### config.mk
export PLATFORM = sky130hd
export DESIGN_NAME = pq_top
export DESIGN_NICKNAME = d
export VERILOG_FILES = /design/src/rtl/pq_pkg.sv /design/src/rtl/pq_dequeue_engine.sv /design/src/rtl/pq_desc_mem.sv /design/src/rtl/pq_enqueue.sv /design/src/rtl/pq_sched.sv /design/src/rtl/pq_top.sv
export SDC_FILE = /design/constraint.sdc
export NUM_CORES = 2
export LEC_CHECK = 0
export ABC_AREA = 1
export BUFFER_PORTS_ARGS = -buffer_cell sky130_fd_sc_hd__buf_4
export CORE_MARGIN = 4
export CORE_UTILIZATION = 55
export CTS_BUF_LIST = sky130_fd_sc_hd__clkbuf_4
export CTS_CLUSTER_DIAMETER = 30
export CTS_CLUSTER_SIZE = 20
export DETAILED_ROUTE_END_ITERATION = 6
export PLACE_DENSITY_LB_ADDON = 0.15
export SETUP_SLACK_MARGIN = 0.3
export SLEW_MARGIN = 20
export SYNTH_ARGS = -nofsm -noshare
export SYNTH_HDL_FRONTEND = slang
export SYNTH_SLANG_ARGS = --single-unit
export TNS_END_PERCENT = 100
### constraint.sdc
create_clock -name clk -period 6.64 [get_ports clk]
set_input_delay 1.328 -clock clk [delete_from_list [all_inputs] [get_ports clk]]
set_output_delay 1.328 -clock clk [all_outputs]
set_load 0.005 [all_outputs]
### src/rtl/pq_pkg.sv
/* Packet queue scheduler shared sizes, descriptor structs and engine states */

`default_nettype none

package pq_pkg;

    ////////////////////////////////////////////////////////////////////////////
    // Sizes

    localparam int num_ports       = 4;
    localparam int queues_per_port = 4;
    localparam int num_queues      = num_ports * queues_per_port;
    localparam int queue_depth     = 8;
    localparam int data_bytes      = 64;
    localparam int max_blen        = 1500;

    localparam int port_w       = $clog2(num_ports);
    localparam int prio_w       = $clog2(queues_per_port);
    localparam int queue_w      = $clog2(num_queues);
    localparam int slot_w       = $clog2(queue_depth);
    localparam int blen_w       = $clog2(max_blen + 1);
    localparam int word_bytes_w = $clog2(data_bytes + 1);

    typedef logic [queue_w-1:0]      queue_id_t;
    typedef logic [port_w-1:0]       port_id_t;
    typedef logic [blen_w-1:0]       blen_t;
    typedef logic [word_bytes_w-1:0] word_bytes_t;
    typedef logic [num_ports-1:0]    credit_vec_t;

    ////////////////////////////////////////////////////////////////////////////
    // Link payloads

    // Producer descriptor
    typedef struct packed {
        logic      valid;
        queue_id_t queue;
        blen_t     blen;
    } enq_desc_t;

    // Memory request, a write with zero length is a pop
    typedef struct packed {
        logic      valid;
        logic      write;
        queue_id_t queue;
        blen_t     blen;
    } mem_req_t;

    typedef struct packed {
        logic  valid;
        blen_t blen;
    } mem_rsp_t;

    typedef struct packed {
        logic      valid;
        queue_id_t queue;
    } deq_req_t;

    typedef struct packed {
        logic        valid;
        port_id_t    port;
        queue_id_t   queue;
        word_bytes_t bytes;
        logic        last;
    } egr_word_t;

    typedef enum logic [1:0] {
        idle,
        read,
        wait_rsp,
        send
    } deq_state_t;

    // Port number sits in the upper bits of a queue index
    function automatic port_id_t queue_port(input queue_id_t q);
        return q[queue_w-1 -: port_w];
    endfunction

endpackage

`default_nettype wire

### src/rtl/pq_dequeue_engine.sv
/* Dequeue engine, fetches the head descriptor of the picked queue and cuts
   the packet into egress words under port credit, then pops it */

`default_nettype none

module pq_dequeue_engine (
    input  logic                clk,
    input  logic                rst,
    input  pq_pkg::deq_req_t    deq_req,
    output logic                busy,
    output pq_pkg::mem_req_t    deq_mem_req,
    input  logic                deq_mem_grant,
    input  pq_pkg::mem_rsp_t    mem_rsp,
    input  pq_pkg::credit_vec_t credit_avail,
    output pq_pkg::deq_req_t    word_sent,
    output pq_pkg::egr_word_t   egr_out
);

    import pq_pkg::*;

    deq_state_t  state;
    queue_id_t   cur_queue;
    port_id_t    cur_port;
    blen_t       rem_blen;
    logic        pop_req;
    logic        word_fire;
    logic        word_last;
    word_bytes_t word_bytes;

    logic        out_valid;
    port_id_t    out_port;
    queue_id_t   out_queue;
    word_bytes_t out_bytes;
    logic        out_last;

    assign busy     = (state != idle);
    assign cur_port = queue_port(cur_queue);

    // Remainder at zero while in send means all words are out
    assign pop_req   = (state == send) && (rem_blen == '0);
    assign word_fire = (state == send) && (rem_blen != '0) && credit_avail[cur_port];
    assign word_last = (rem_blen <= blen_t'(data_bytes));
    assign word_bytes = word_last ? word_bytes_t'(rem_blen) : word_bytes_t'(data_bytes);

    assign deq_mem_req = '{
        valid: (state == read) || pop_req,
        write: pop_req,
        queue: cur_queue,
        blen:  '0
    };

    assign word_sent = '{valid: word_fire, queue: cur_queue};

    ////////////////////////////////////////////////////////////////////////////
    // FSM

    always_ff @(posedge clk) begin
        if (rst) begin
            state    <= idle;
            rem_blen <= '0;
        end else begin
            case (state)
                idle: begin
                    if (deq_req.valid) begin
                        state <= read;
                    end
                end
                read: begin
                    if (deq_mem_grant) begin
                        state <= wait_rsp;
                    end
                end
                wait_rsp: begin
                    if (mem_rsp.valid) begin
                        rem_blen <= mem_rsp.blen;
                        state    <= send;
                    end
                end
                send: begin
                    if (word_fire) begin
                        rem_blen <= rem_blen - blen_t'(word_bytes);
                    end else if (pop_req && deq_mem_grant) begin
                        state <= idle;
                    end
                end
                default: state <= idle;
            endcase
        end
    end

    always_ff @(posedge clk) begin
        if (state == idle && deq_req.valid) begin
            cur_queue <= deq_req.queue;
        end
    end

    ////////////////////////////////////////////////////////////////////////////
    // Egress word register

    always_ff @(posedge clk) begin
        if (rst) begin
            out_valid <= 1'b0;
        end else begin
            out_valid <= word_fire;
        end
    end

    always_ff @(posedge clk) begin
        if (word_fire) begin
            out_port  <= cur_port;
            out_queue <= cur_queue;
            out_bytes <= word_bytes;
            out_last  <= word_last;
        end
    end

    assign egr_out = '{
        valid: out_valid,
        port:  out_port,
        queue: out_queue,
        bytes: out_bytes,
        last:  out_last
    };

endmodule

`default_nettype wire

### src/rtl/pq_desc_mem.sv
/* Shared single-port descriptor memory with round-robin access arbitration,
   per-queue head/tail pointers, occupancy counts and empty flags */

`default_nettype none

module pq_desc_mem (
    input  logic                           clk,
    input  logic                           rst,
    input  pq_pkg::mem_req_t               enq_mem_req,
    output logic                           enq_mem_grant,
    input  pq_pkg::mem_req_t               deq_mem_req,
    output logic                           deq_mem_grant,
    output pq_pkg::mem_rsp_t               mem_rsp,
    output logic [pq_pkg::num_queues-1:0]  queue_empty,
    output pq_pkg::deq_req_t               slot_free
);

    import pq_pkg::*;

    localparam int occ_w  = $clog2(queue_depth + 1);
    localparam int addr_w = queue_w + slot_w;

    blen_t desc_ram [num_queues * queue_depth];

    logic [slot_w-1:0] head_ptr [num_queues];
    logic [slot_w-1:0] tail_ptr [num_queues];
    logic [occ_w-1:0]  occ      [num_queues];

    logic              prefer_deq;
    mem_req_t          sel_req;
    logic              granted;
    logic              do_write;
    logic              do_read;
    logic              do_pop;
    logic [addr_w-1:0] wr_addr;
    logic [addr_w-1:0] rd_addr;

    logic              rsp_valid;
    blen_t             rsp_blen;
    logic              free_valid;
    queue_id_t         free_queue;

    ////////////////////////////////////////////////////////////////////////////
    // Arbiter

    // Both requesting: whoever was not served last time wins
    assign enq_mem_grant = enq_mem_req.valid && !(deq_mem_req.valid && prefer_deq);
    assign deq_mem_grant = deq_mem_req.valid && !(enq_mem_req.valid && !prefer_deq);

    assign sel_req = enq_mem_grant ? enq_mem_req : deq_mem_req;
    assign granted = enq_mem_grant || deq_mem_grant;

    assign do_write = granted && sel_req.write && (sel_req.blen != '0);
    assign do_pop   = granted && sel_req.write && (sel_req.blen == '0);
    assign do_read  = granted && !sel_req.write;

    assign wr_addr = {sel_req.queue, tail_ptr[sel_req.queue]};
    assign rd_addr = {sel_req.queue, head_ptr[sel_req.queue]};

    ////////////////////////////////////////////////////////////////////////////
    // Storage and pointers

    always_ff @(posedge clk) begin
        if (do_write) begin
            desc_ram[wr_addr] <= sel_req.blen;
        end
        if (do_read) begin
            rsp_blen <= desc_ram[rd_addr];
        end
        if (do_pop) begin
            free_queue <= sel_req.queue;
        end
    end

    always_ff @(posedge clk) begin
        if (rst) begin
            for (int q = 0; q < num_queues; q++) begin
                head_ptr[q] <= '0;
                tail_ptr[q] <= '0;
                occ[q]      <= '0;
            end
            prefer_deq <= 1'b0;
            rsp_valid  <= 1'b0;
            free_valid <= 1'b0;
        end else begin
            if (enq_mem_grant) begin
                prefer_deq <= 1'b1;
            end else if (deq_mem_grant) begin
                prefer_deq <= 1'b0;
            end

            // One grant per cycle, so write and pop never collide
            if (do_write) begin
                tail_ptr[sel_req.queue] <= tail_ptr[sel_req.queue] + 1'b1;
                occ[sel_req.queue]      <= occ[sel_req.queue] + 1'b1;
            end
            if (do_pop) begin
                head_ptr[sel_req.queue] <= head_ptr[sel_req.queue] + 1'b1;
                occ[sel_req.queue]      <= occ[sel_req.queue] - 1'b1;
            end

            rsp_valid  <= do_read;
            free_valid <= do_pop;
        end
    end

    always_comb begin
        for (int q = 0; q < num_queues; q++) begin
            queue_empty[q] = (occ[q] == '0);
        end
    end

    assign mem_rsp   = '{valid: rsp_valid, blen: rsp_blen};
    assign slot_free = '{valid: free_valid, queue: free_queue};

endmodule

`default_nettype wire

### src/rtl/pq_enqueue.sv
/* Enqueue buffer, holds producer descriptors and feeds them to the descriptor
   memory as write requests, returning one link credit per entry written */

`default_nettype none

module pq_enqueue #(
    parameter int enq_fifo_depth = 4
) (
    input  logic              clk,
    input  logic              rst,
    input  pq_pkg::enq_desc_t enq_in,
    output pq_pkg::mem_req_t  enq_mem_req,
    input  logic              enq_mem_grant,
    output logic              enq_link_credit
);

    import pq_pkg::*;

    localparam int ptr_w = (enq_fifo_depth > 1) ? $clog2(enq_fifo_depth) : 1;
    localparam int cnt_w = $clog2(enq_fifo_depth + 1);

    queue_id_t fifo_queue [enq_fifo_depth];
    blen_t     fifo_blen  [enq_fifo_depth];

    logic [ptr_w-1:0] wr_ptr;
    logic [ptr_w-1:0] rd_ptr;
    logic [cnt_w-1:0] count;
    logic             push;
    logic             pop;

    // Producer credits keep the FIFO from overflowing
    assign push = enq_in.valid;
    assign pop  = enq_mem_req.valid && enq_mem_grant;

    assign enq_mem_req = '{
        valid: (count != '0),
        write: 1'b1,
        queue: fifo_queue[rd_ptr],
        blen:  fifo_blen[rd_ptr]
    };

    // Credit goes back as the head entry leaves
    assign enq_link_credit = pop;

    always_ff @(posedge clk) begin
        if (push) begin
            fifo_queue[wr_ptr] <= enq_in.queue;
            fifo_blen[wr_ptr]  <= enq_in.blen;
        end
    end

    always_ff @(posedge clk) begin
        if (rst) begin
            wr_ptr <= '0;
            rd_ptr <= '0;
            count  <= '0;
        end else begin
            if (push) begin
                wr_ptr <= (wr_ptr == ptr_w'(enq_fifo_depth - 1)) ? '0 : wr_ptr + 1'b1;
            end
            if (pop) begin
                rd_ptr <= (rd_ptr == ptr_w'(enq_fifo_depth - 1)) ? '0 : rd_ptr + 1'b1;
            end
            if (push && !pop) begin
                count <= count + 1'b1;
            end else if (pop && !push) begin
                count <= count - 1'b1;
            end
        end
    end

endmodule

`default_nettype wire

### src/rtl/pq_sched.sv
/* Egress scheduler that tracks per-port word credits and picks the next queue
   by strict priority inside a port and round-robin between ports */

`default_nettype none

module pq_sched #(
    parameter int egr_credit_max = 16
) (
    input  logic                          clk,
    input  logic                          rst,
    input  logic [pq_pkg::num_queues-1:0] queue_empty,
    input  pq_pkg::credit_vec_t           egr_credit,
    input  pq_pkg::deq_req_t              word_sent,
    input  logic                          busy,
    output pq_pkg::deq_req_t              deq_req,
    output pq_pkg::credit_vec_t           credit_avail
);

    import pq_pkg::*;

    localparam int cnt_w = $clog2(egr_credit_max + 1);

    logic [cnt_w-1:0] credit_cnt [num_ports];
    credit_vec_t      credit_inc;
    credit_vec_t      credit_dec;
    credit_vec_t      port_elig;

    port_id_t         rr_ptr;
    port_id_t         cand;
    port_id_t         pick_port;
    logic [prio_w-1:0] pick_prio;
    logic             pick_found;

    ////////////////////////////////////////////////////////////////////////////
    // Credit counters

    always_comb begin
        for (int p = 0; p < num_ports; p++) begin
            credit_inc[p] = egr_credit[p];
            credit_dec[p] = word_sent.valid && (queue_port(word_sent.queue) == port_id_t'(p));
        end
    end

    always_comb begin
        for (int p = 0; p < num_ports; p++) begin
            credit_avail[p] = (credit_cnt[p] != '0);
        end
    end

    // Saturating counter where a grant and a spend in one cycle cancel out
    always_ff @(posedge clk) begin
        if (rst) begin
            for (int p = 0; p < num_ports; p++) begin
                credit_cnt[p] <= '0;
            end
        end else begin
            for (int p = 0; p < num_ports; p++) begin
                if (credit_inc[p] && !credit_dec[p] &&
                    credit_cnt[p] != cnt_w'(egr_credit_max)) begin
                    credit_cnt[p] <= credit_cnt[p] + 1'b1;
                end else if (credit_dec[p] && !credit_inc[p] && credit_cnt[p] != '0) begin
                    credit_cnt[p] <= credit_cnt[p] - 1'b1;
                end
            end
        end
    end

    ////////////////////////////////////////////////////////////////////////////
    // Pick

    always_comb begin
        for (int p = 0; p < num_ports; p++) begin
            port_elig[p] = credit_avail[p] &&
                           !(&queue_empty[p*queues_per_port +: queues_per_port]);
        end
    end

    always_comb begin
        pick_found = 1'b0;
        pick_port  = rr_ptr;
        cand       = rr_ptr;
        // First eligible port at or after the pointer
        for (int i = 0; i < num_ports; i++) begin
            cand = rr_ptr + port_id_t'(i);
            if (!pick_found && port_elig[cand]) begin
                pick_found = 1'b1;
                pick_port  = cand;
            end
        end
        // Highest non-empty priority wins
        pick_prio = '0;
        for (int pr = 0; pr < queues_per_port; pr++) begin
            if (!queue_empty[{pick_port, prio_w'(pr)}]) begin
                pick_prio = prio_w'(pr);
            end
        end
    end

    always_ff @(posedge clk) begin
        if (rst) begin
            deq_req <= '0;
            rr_ptr  <= '0;
        end else begin
            deq_req.valid <= 1'b0;
            // Engine goes busy only one cycle after the pulse
            if (!busy && !deq_req.valid && pick_found) begin
                deq_req.valid <= 1'b1;
                deq_req.queue <= {pick_port, pick_prio};
                rr_ptr        <= pick_port + 1'b1;
            end
        end
    end

endmodule

`default_nettype wire

### src/rtl/pq_top.sv
/* Packet queue scheduler top, ties the enqueue buffer, descriptor memory,
   scheduler and dequeue engine together */

`default_nettype none

module pq_top #(
    parameter int enq_fifo_depth = 4,
    parameter int egr_credit_max = 16
) (
    input  logic                clk,
    input  logic                rst,
    input  pq_pkg::enq_desc_t   enq_in,
    output logic                enq_link_credit,
    output pq_pkg::deq_req_t    slot_free,
    input  pq_pkg::credit_vec_t egr_credit,
    output pq_pkg::egr_word_t   egr_out
);

    import pq_pkg::*;

    mem_req_t                enq_mem_req;
    logic                    enq_mem_grant;
    mem_req_t                deq_mem_req;
    logic                    deq_mem_grant;
    mem_rsp_t                mem_rsp;
    logic [num_queues-1:0]   queue_empty;
    deq_req_t                deq_req;
    deq_req_t                word_sent;
    logic                    busy;
    credit_vec_t             credit_avail;

    pq_enqueue #(
        .enq_fifo_depth  (enq_fifo_depth)
    ) i_pq_enqueue (
        .clk             (clk),
        .rst             (rst),
        .enq_in          (enq_in),
        .enq_mem_req     (enq_mem_req),
        .enq_mem_grant   (enq_mem_grant),
        .enq_link_credit (enq_link_credit)
    );

    pq_desc_mem i_pq_desc_mem (
        .clk             (clk),
        .rst             (rst),
        .enq_mem_req     (enq_mem_req),
        .enq_mem_grant   (enq_mem_grant),
        .deq_mem_req     (deq_mem_req),
        .deq_mem_grant   (deq_mem_grant),
        .mem_rsp         (mem_rsp),
        .queue_empty     (queue_empty),
        .slot_free       (slot_free)
    );

    pq_sched #(
        .egr_credit_max  (egr_credit_max)
    ) i_pq_sched (
        .clk             (clk),
        .rst             (rst),
        .queue_empty     (queue_empty),
        .egr_credit      (egr_credit),
        .word_sent       (word_sent),
        .busy            (busy),
        .deq_req         (deq_req),
        .credit_avail    (credit_avail)
    );

    pq_dequeue_engine i_pq_dequeue_engine (
        .clk             (clk),
        .rst             (rst),
        .deq_req         (deq_req),
        .busy            (busy),
        .deq_mem_req     (deq_mem_req),
        .deq_mem_grant   (deq_mem_grant),
        .mem_rsp         (mem_rsp),
        .credit_avail    (credit_avail),
        .word_sent       (word_sent),
        .egr_out         (egr_out)
    );

endmodule

`default_nettype wire
==> flow_summary.json <==
{
  "outcome": "complete, no violations",
  "whs_ns": 0.243,
  "synth_cell_types": 55,
  "cts_setup_buffers": 0,
  "synth.top_cell.area_share": 0.659,
  "clockBufferDepth": 4,
  "clk-insertion-delay-late_ns": 1.33,
  "drive_gt1_frac": 0.120,
  "worst_slew_pin_slew_ns": 1.11,
  "via_per_inst": 5.33,
  "postSynthCellCount": 7622,
  "drtPass1Iterations": 6,
  "antenna_found_initial": 7,
  "ys_ff_latch": 1712,
  "crit_path_start_kind": "register",
  "crit_path_end_kind": "register",
  "wl_per_cell_um": 19.9,
  "io_pins": 43,
  "die_w_um": 381,
  "yosys-top-cells-area": "edfxtp_1 (66%), nand2_1 (8.9%), nand3_1 (7.8%)",
  "crit_type": "reg -> reg",
  "die_area_mm2": 0.145,
  "cts_max_level": 5,
  "path_clk_slew_ns": 0.09,
  "dp_hpwl_mm": 117,
  "synth-async-reset-ratio": 0,
  "num_rows": 136,
  "antenna_left": 0,
  "fp.coreArea_mm2": 0.138,
  "slew_viol_final": 0,
  "hp-class": "in -> reg",
  "cts-root-buf": "clkbuf_4",
  "rsz0062_at_grt": "no",
  "syn_to_final_growth_pct": 11.7,
  "finalInstanceArea_mm2": 0.0854,
  "routed_wl_mm": 199,
  "synth-warning-count": 0,
  "grt_max_degree": 129,
  "avgSynthCellArea_um2": 10.0,
  "final.setup.tns_ns": 0,
  "final_cell_mix": "nand2_1 (1811), edfxtp_1 (1679), inv_1 (1475), nand3_1 (1187), nor2_1 (661)",
  "cp.arrival_ns": 6.85,
  "die_h_um": 381,
  "grt_use_total": 0.273,
  "yosysTopAreaCell": "edfxtp_1",
  "grt_overflow": 0,
  "yosysSeqAreaShare": 0.668,
  "clock_sinks": 1712,
  "hold_viol": 0,
  "port_buffers": 42,
  "setup_violations": 0,
  "cts_hold_buf": 0,
  "fillCellCount": 11300,
  "nets": 7993,
  "grt_pass1_vias": 51500,
  "drtIter0Drc": 5313,
  "synth_area_mm2": 0.0765,
  "worstPathRequired_ns": 7.66,
  "start_util": 0.555,
  "synth_ff_type": "edfxtp_1",
  "cts_tree": "done",
  "vias": 53400,
  "max_freq_mhz": 172,
  "cts_resized": 0,
  "final.min_clock_period_ns": 5.83,
  "final_common_cell": "nand2_1",
  "placed_area_mm2": 0.0797,
  "gp_congestion": 0.877,
  "grt_first_pass_wirelength_mm": 303,
  "fin_skew_ns": 0.0835,
  "reg2reg_setup_slack_ns": 0.81,
  "numCtsBuffers": 365,
  "syn_nets": 7677,
  "slew_headroom": 0.256,
  "drc_errors": 0,
  "synth_enable_flop_cells": 1679,
  "period_share": 0.878,
  "path_max_fanout": 54,
  "max_cap_viol_count": 0
}
-- cell families (layout without fill, tap and decap cells) --
logic type / count (synthesis) / in the layout / share of synthesized area
buf+inv: 1858 / 2458 / 0.0977
xor+xnor: 18 / 18 / 0.00236
other cells: 1 / 7 / 0.0000490
fa+ha+maj: 33 / 33 / 0.00589
simple gates: 3734 / 3734 / 0.206
compound gates: 265 / 265 / 0.0198
flops: 1712 / 1712 / 0.668
mux: 1 / 1 / 0.000147
-- critical path: stages (launching register included) --
cell,delay (ns)
dfxtp_1,0.70
inv_2,0.36
o21ai_0,0.34
nand3_2,0.15
o21ai_4,0.11
inv_1,0.08
nor2_1,0.81
nand2_1,0.11
nand2_1,0.19
inv_2,0.09
nand2_8,0.40
buf_12,0.36
buf_4,0.33
buf_4,0.22
nand2_1,0.06
nand3_1,0.07
nand3_1,0.10
nand3_1,0.10
nand2_1,0.11
nor2_1,0.15
nor2_1,0.08
nor2_1,0.46
nand2_1,0.13
-- synthesized netlist by cell type (4+ instances only) --
cell	instances
o21ai_1	12
nand2_2	14
dfxtp_1	33
buf_6	4
fa_1	5
a31oi_1	5
nor2_2	6
buf_2	229
inv_1	1476
xnor2_1	4
nor4_1	9
buf_4	46
nor2_4	5
buf_1	21
nand3_1	1187
or2_2	7
nand3_2	4
o221ai_1	5
a21oi_1	51
ha_1	28
inv_2	12
nor2_1	662
clkbuf_1	64
nand2_1	1811
xor2_1	11
nand4_1	7
o22ai_1	54
nor3_1	11
o21ai_0	115
edfxtp_1	1679
-- through the flow --
step | setup WS (ns) | std cells | utilization
2_1_floorplan | 1.12 | 7622 | -
3_3_place_gp | 0.991 | 9365 | 0.578
3_5_place_dp | 0.950 | 9365 | 0.578
4_1_cts | 0.879 | 10000 | 0.619
5_1_grt | 0.488 | 10000 | 0.620
6_report | 0.812 | 10000 | 0.620
-- area by class of cell --
type / instances / area, µm² / share of cell area
tap: 1794 / 2240 / 0.0263
timing repair buffer: 313 / 2660 / 0.0312
multi-input combinational: 4052 / 18100 / 0.212
clock inverter: 251 / 2690 / 0.0315
inverter: 1494 / 5620 / 0.0658
antenna: 6 / 15.0 / 0.000176
sequential: 1712 / 51100 / 0.598
clock buffer: 400 / 3000 / 0.0352
-- flip-flops by register name (all words and copies together) (netlist names), 5 cells and up, named ones only --
name                           count
i_pq_desc_mem.rsp_blen            11
i_pq_desc_mem.tail_ptr            48
i_pq_enqueue.fifo_queue           16
i_pq_desc_mem.head_ptr            48
i_pq_sched.credit_cnt             20
i_pq_dequeue_engine.out_bytes      7
i_pq_sched.deq_req                 5
i_pq_enqueue.fifo_blen            44
i_pq_desc_mem.occ                 64
i_pq_dequeue_engine.rem_blen      11
i_pq_desc_mem.desc_ram          1408
-- worst paths after layout --
path                            cells past startpoint                  start                               end
worst min register to register                      0  i_pq_sched.deq_req[3]  i_pq_dequeue_engine.cur_queue[3]
worst max-delay path                               22               register         i_pq_desc_mem.rsp_blen[6]
worst max register to register                     22               register         i_pq_desc_mem.rsp_blen[6]
worst min-delay path                                1              enq_in[5]      i_pq_enqueue.fifo_blen[2][5]
-- layer usage --
metal  global-route usage  vias to the layer above  share of wire
met4                0.102                        2          0.031
met5                    0                        -       0.000065
li1                     -                    25500              -
met3               0.0539                      371          0.089
met2                0.436                     2310           0.47
met1                0.373                    25300           0.41
Power is not shown: default switching activity piles up to over one toggle a cycle in this logic, so the estimate is an artifact.
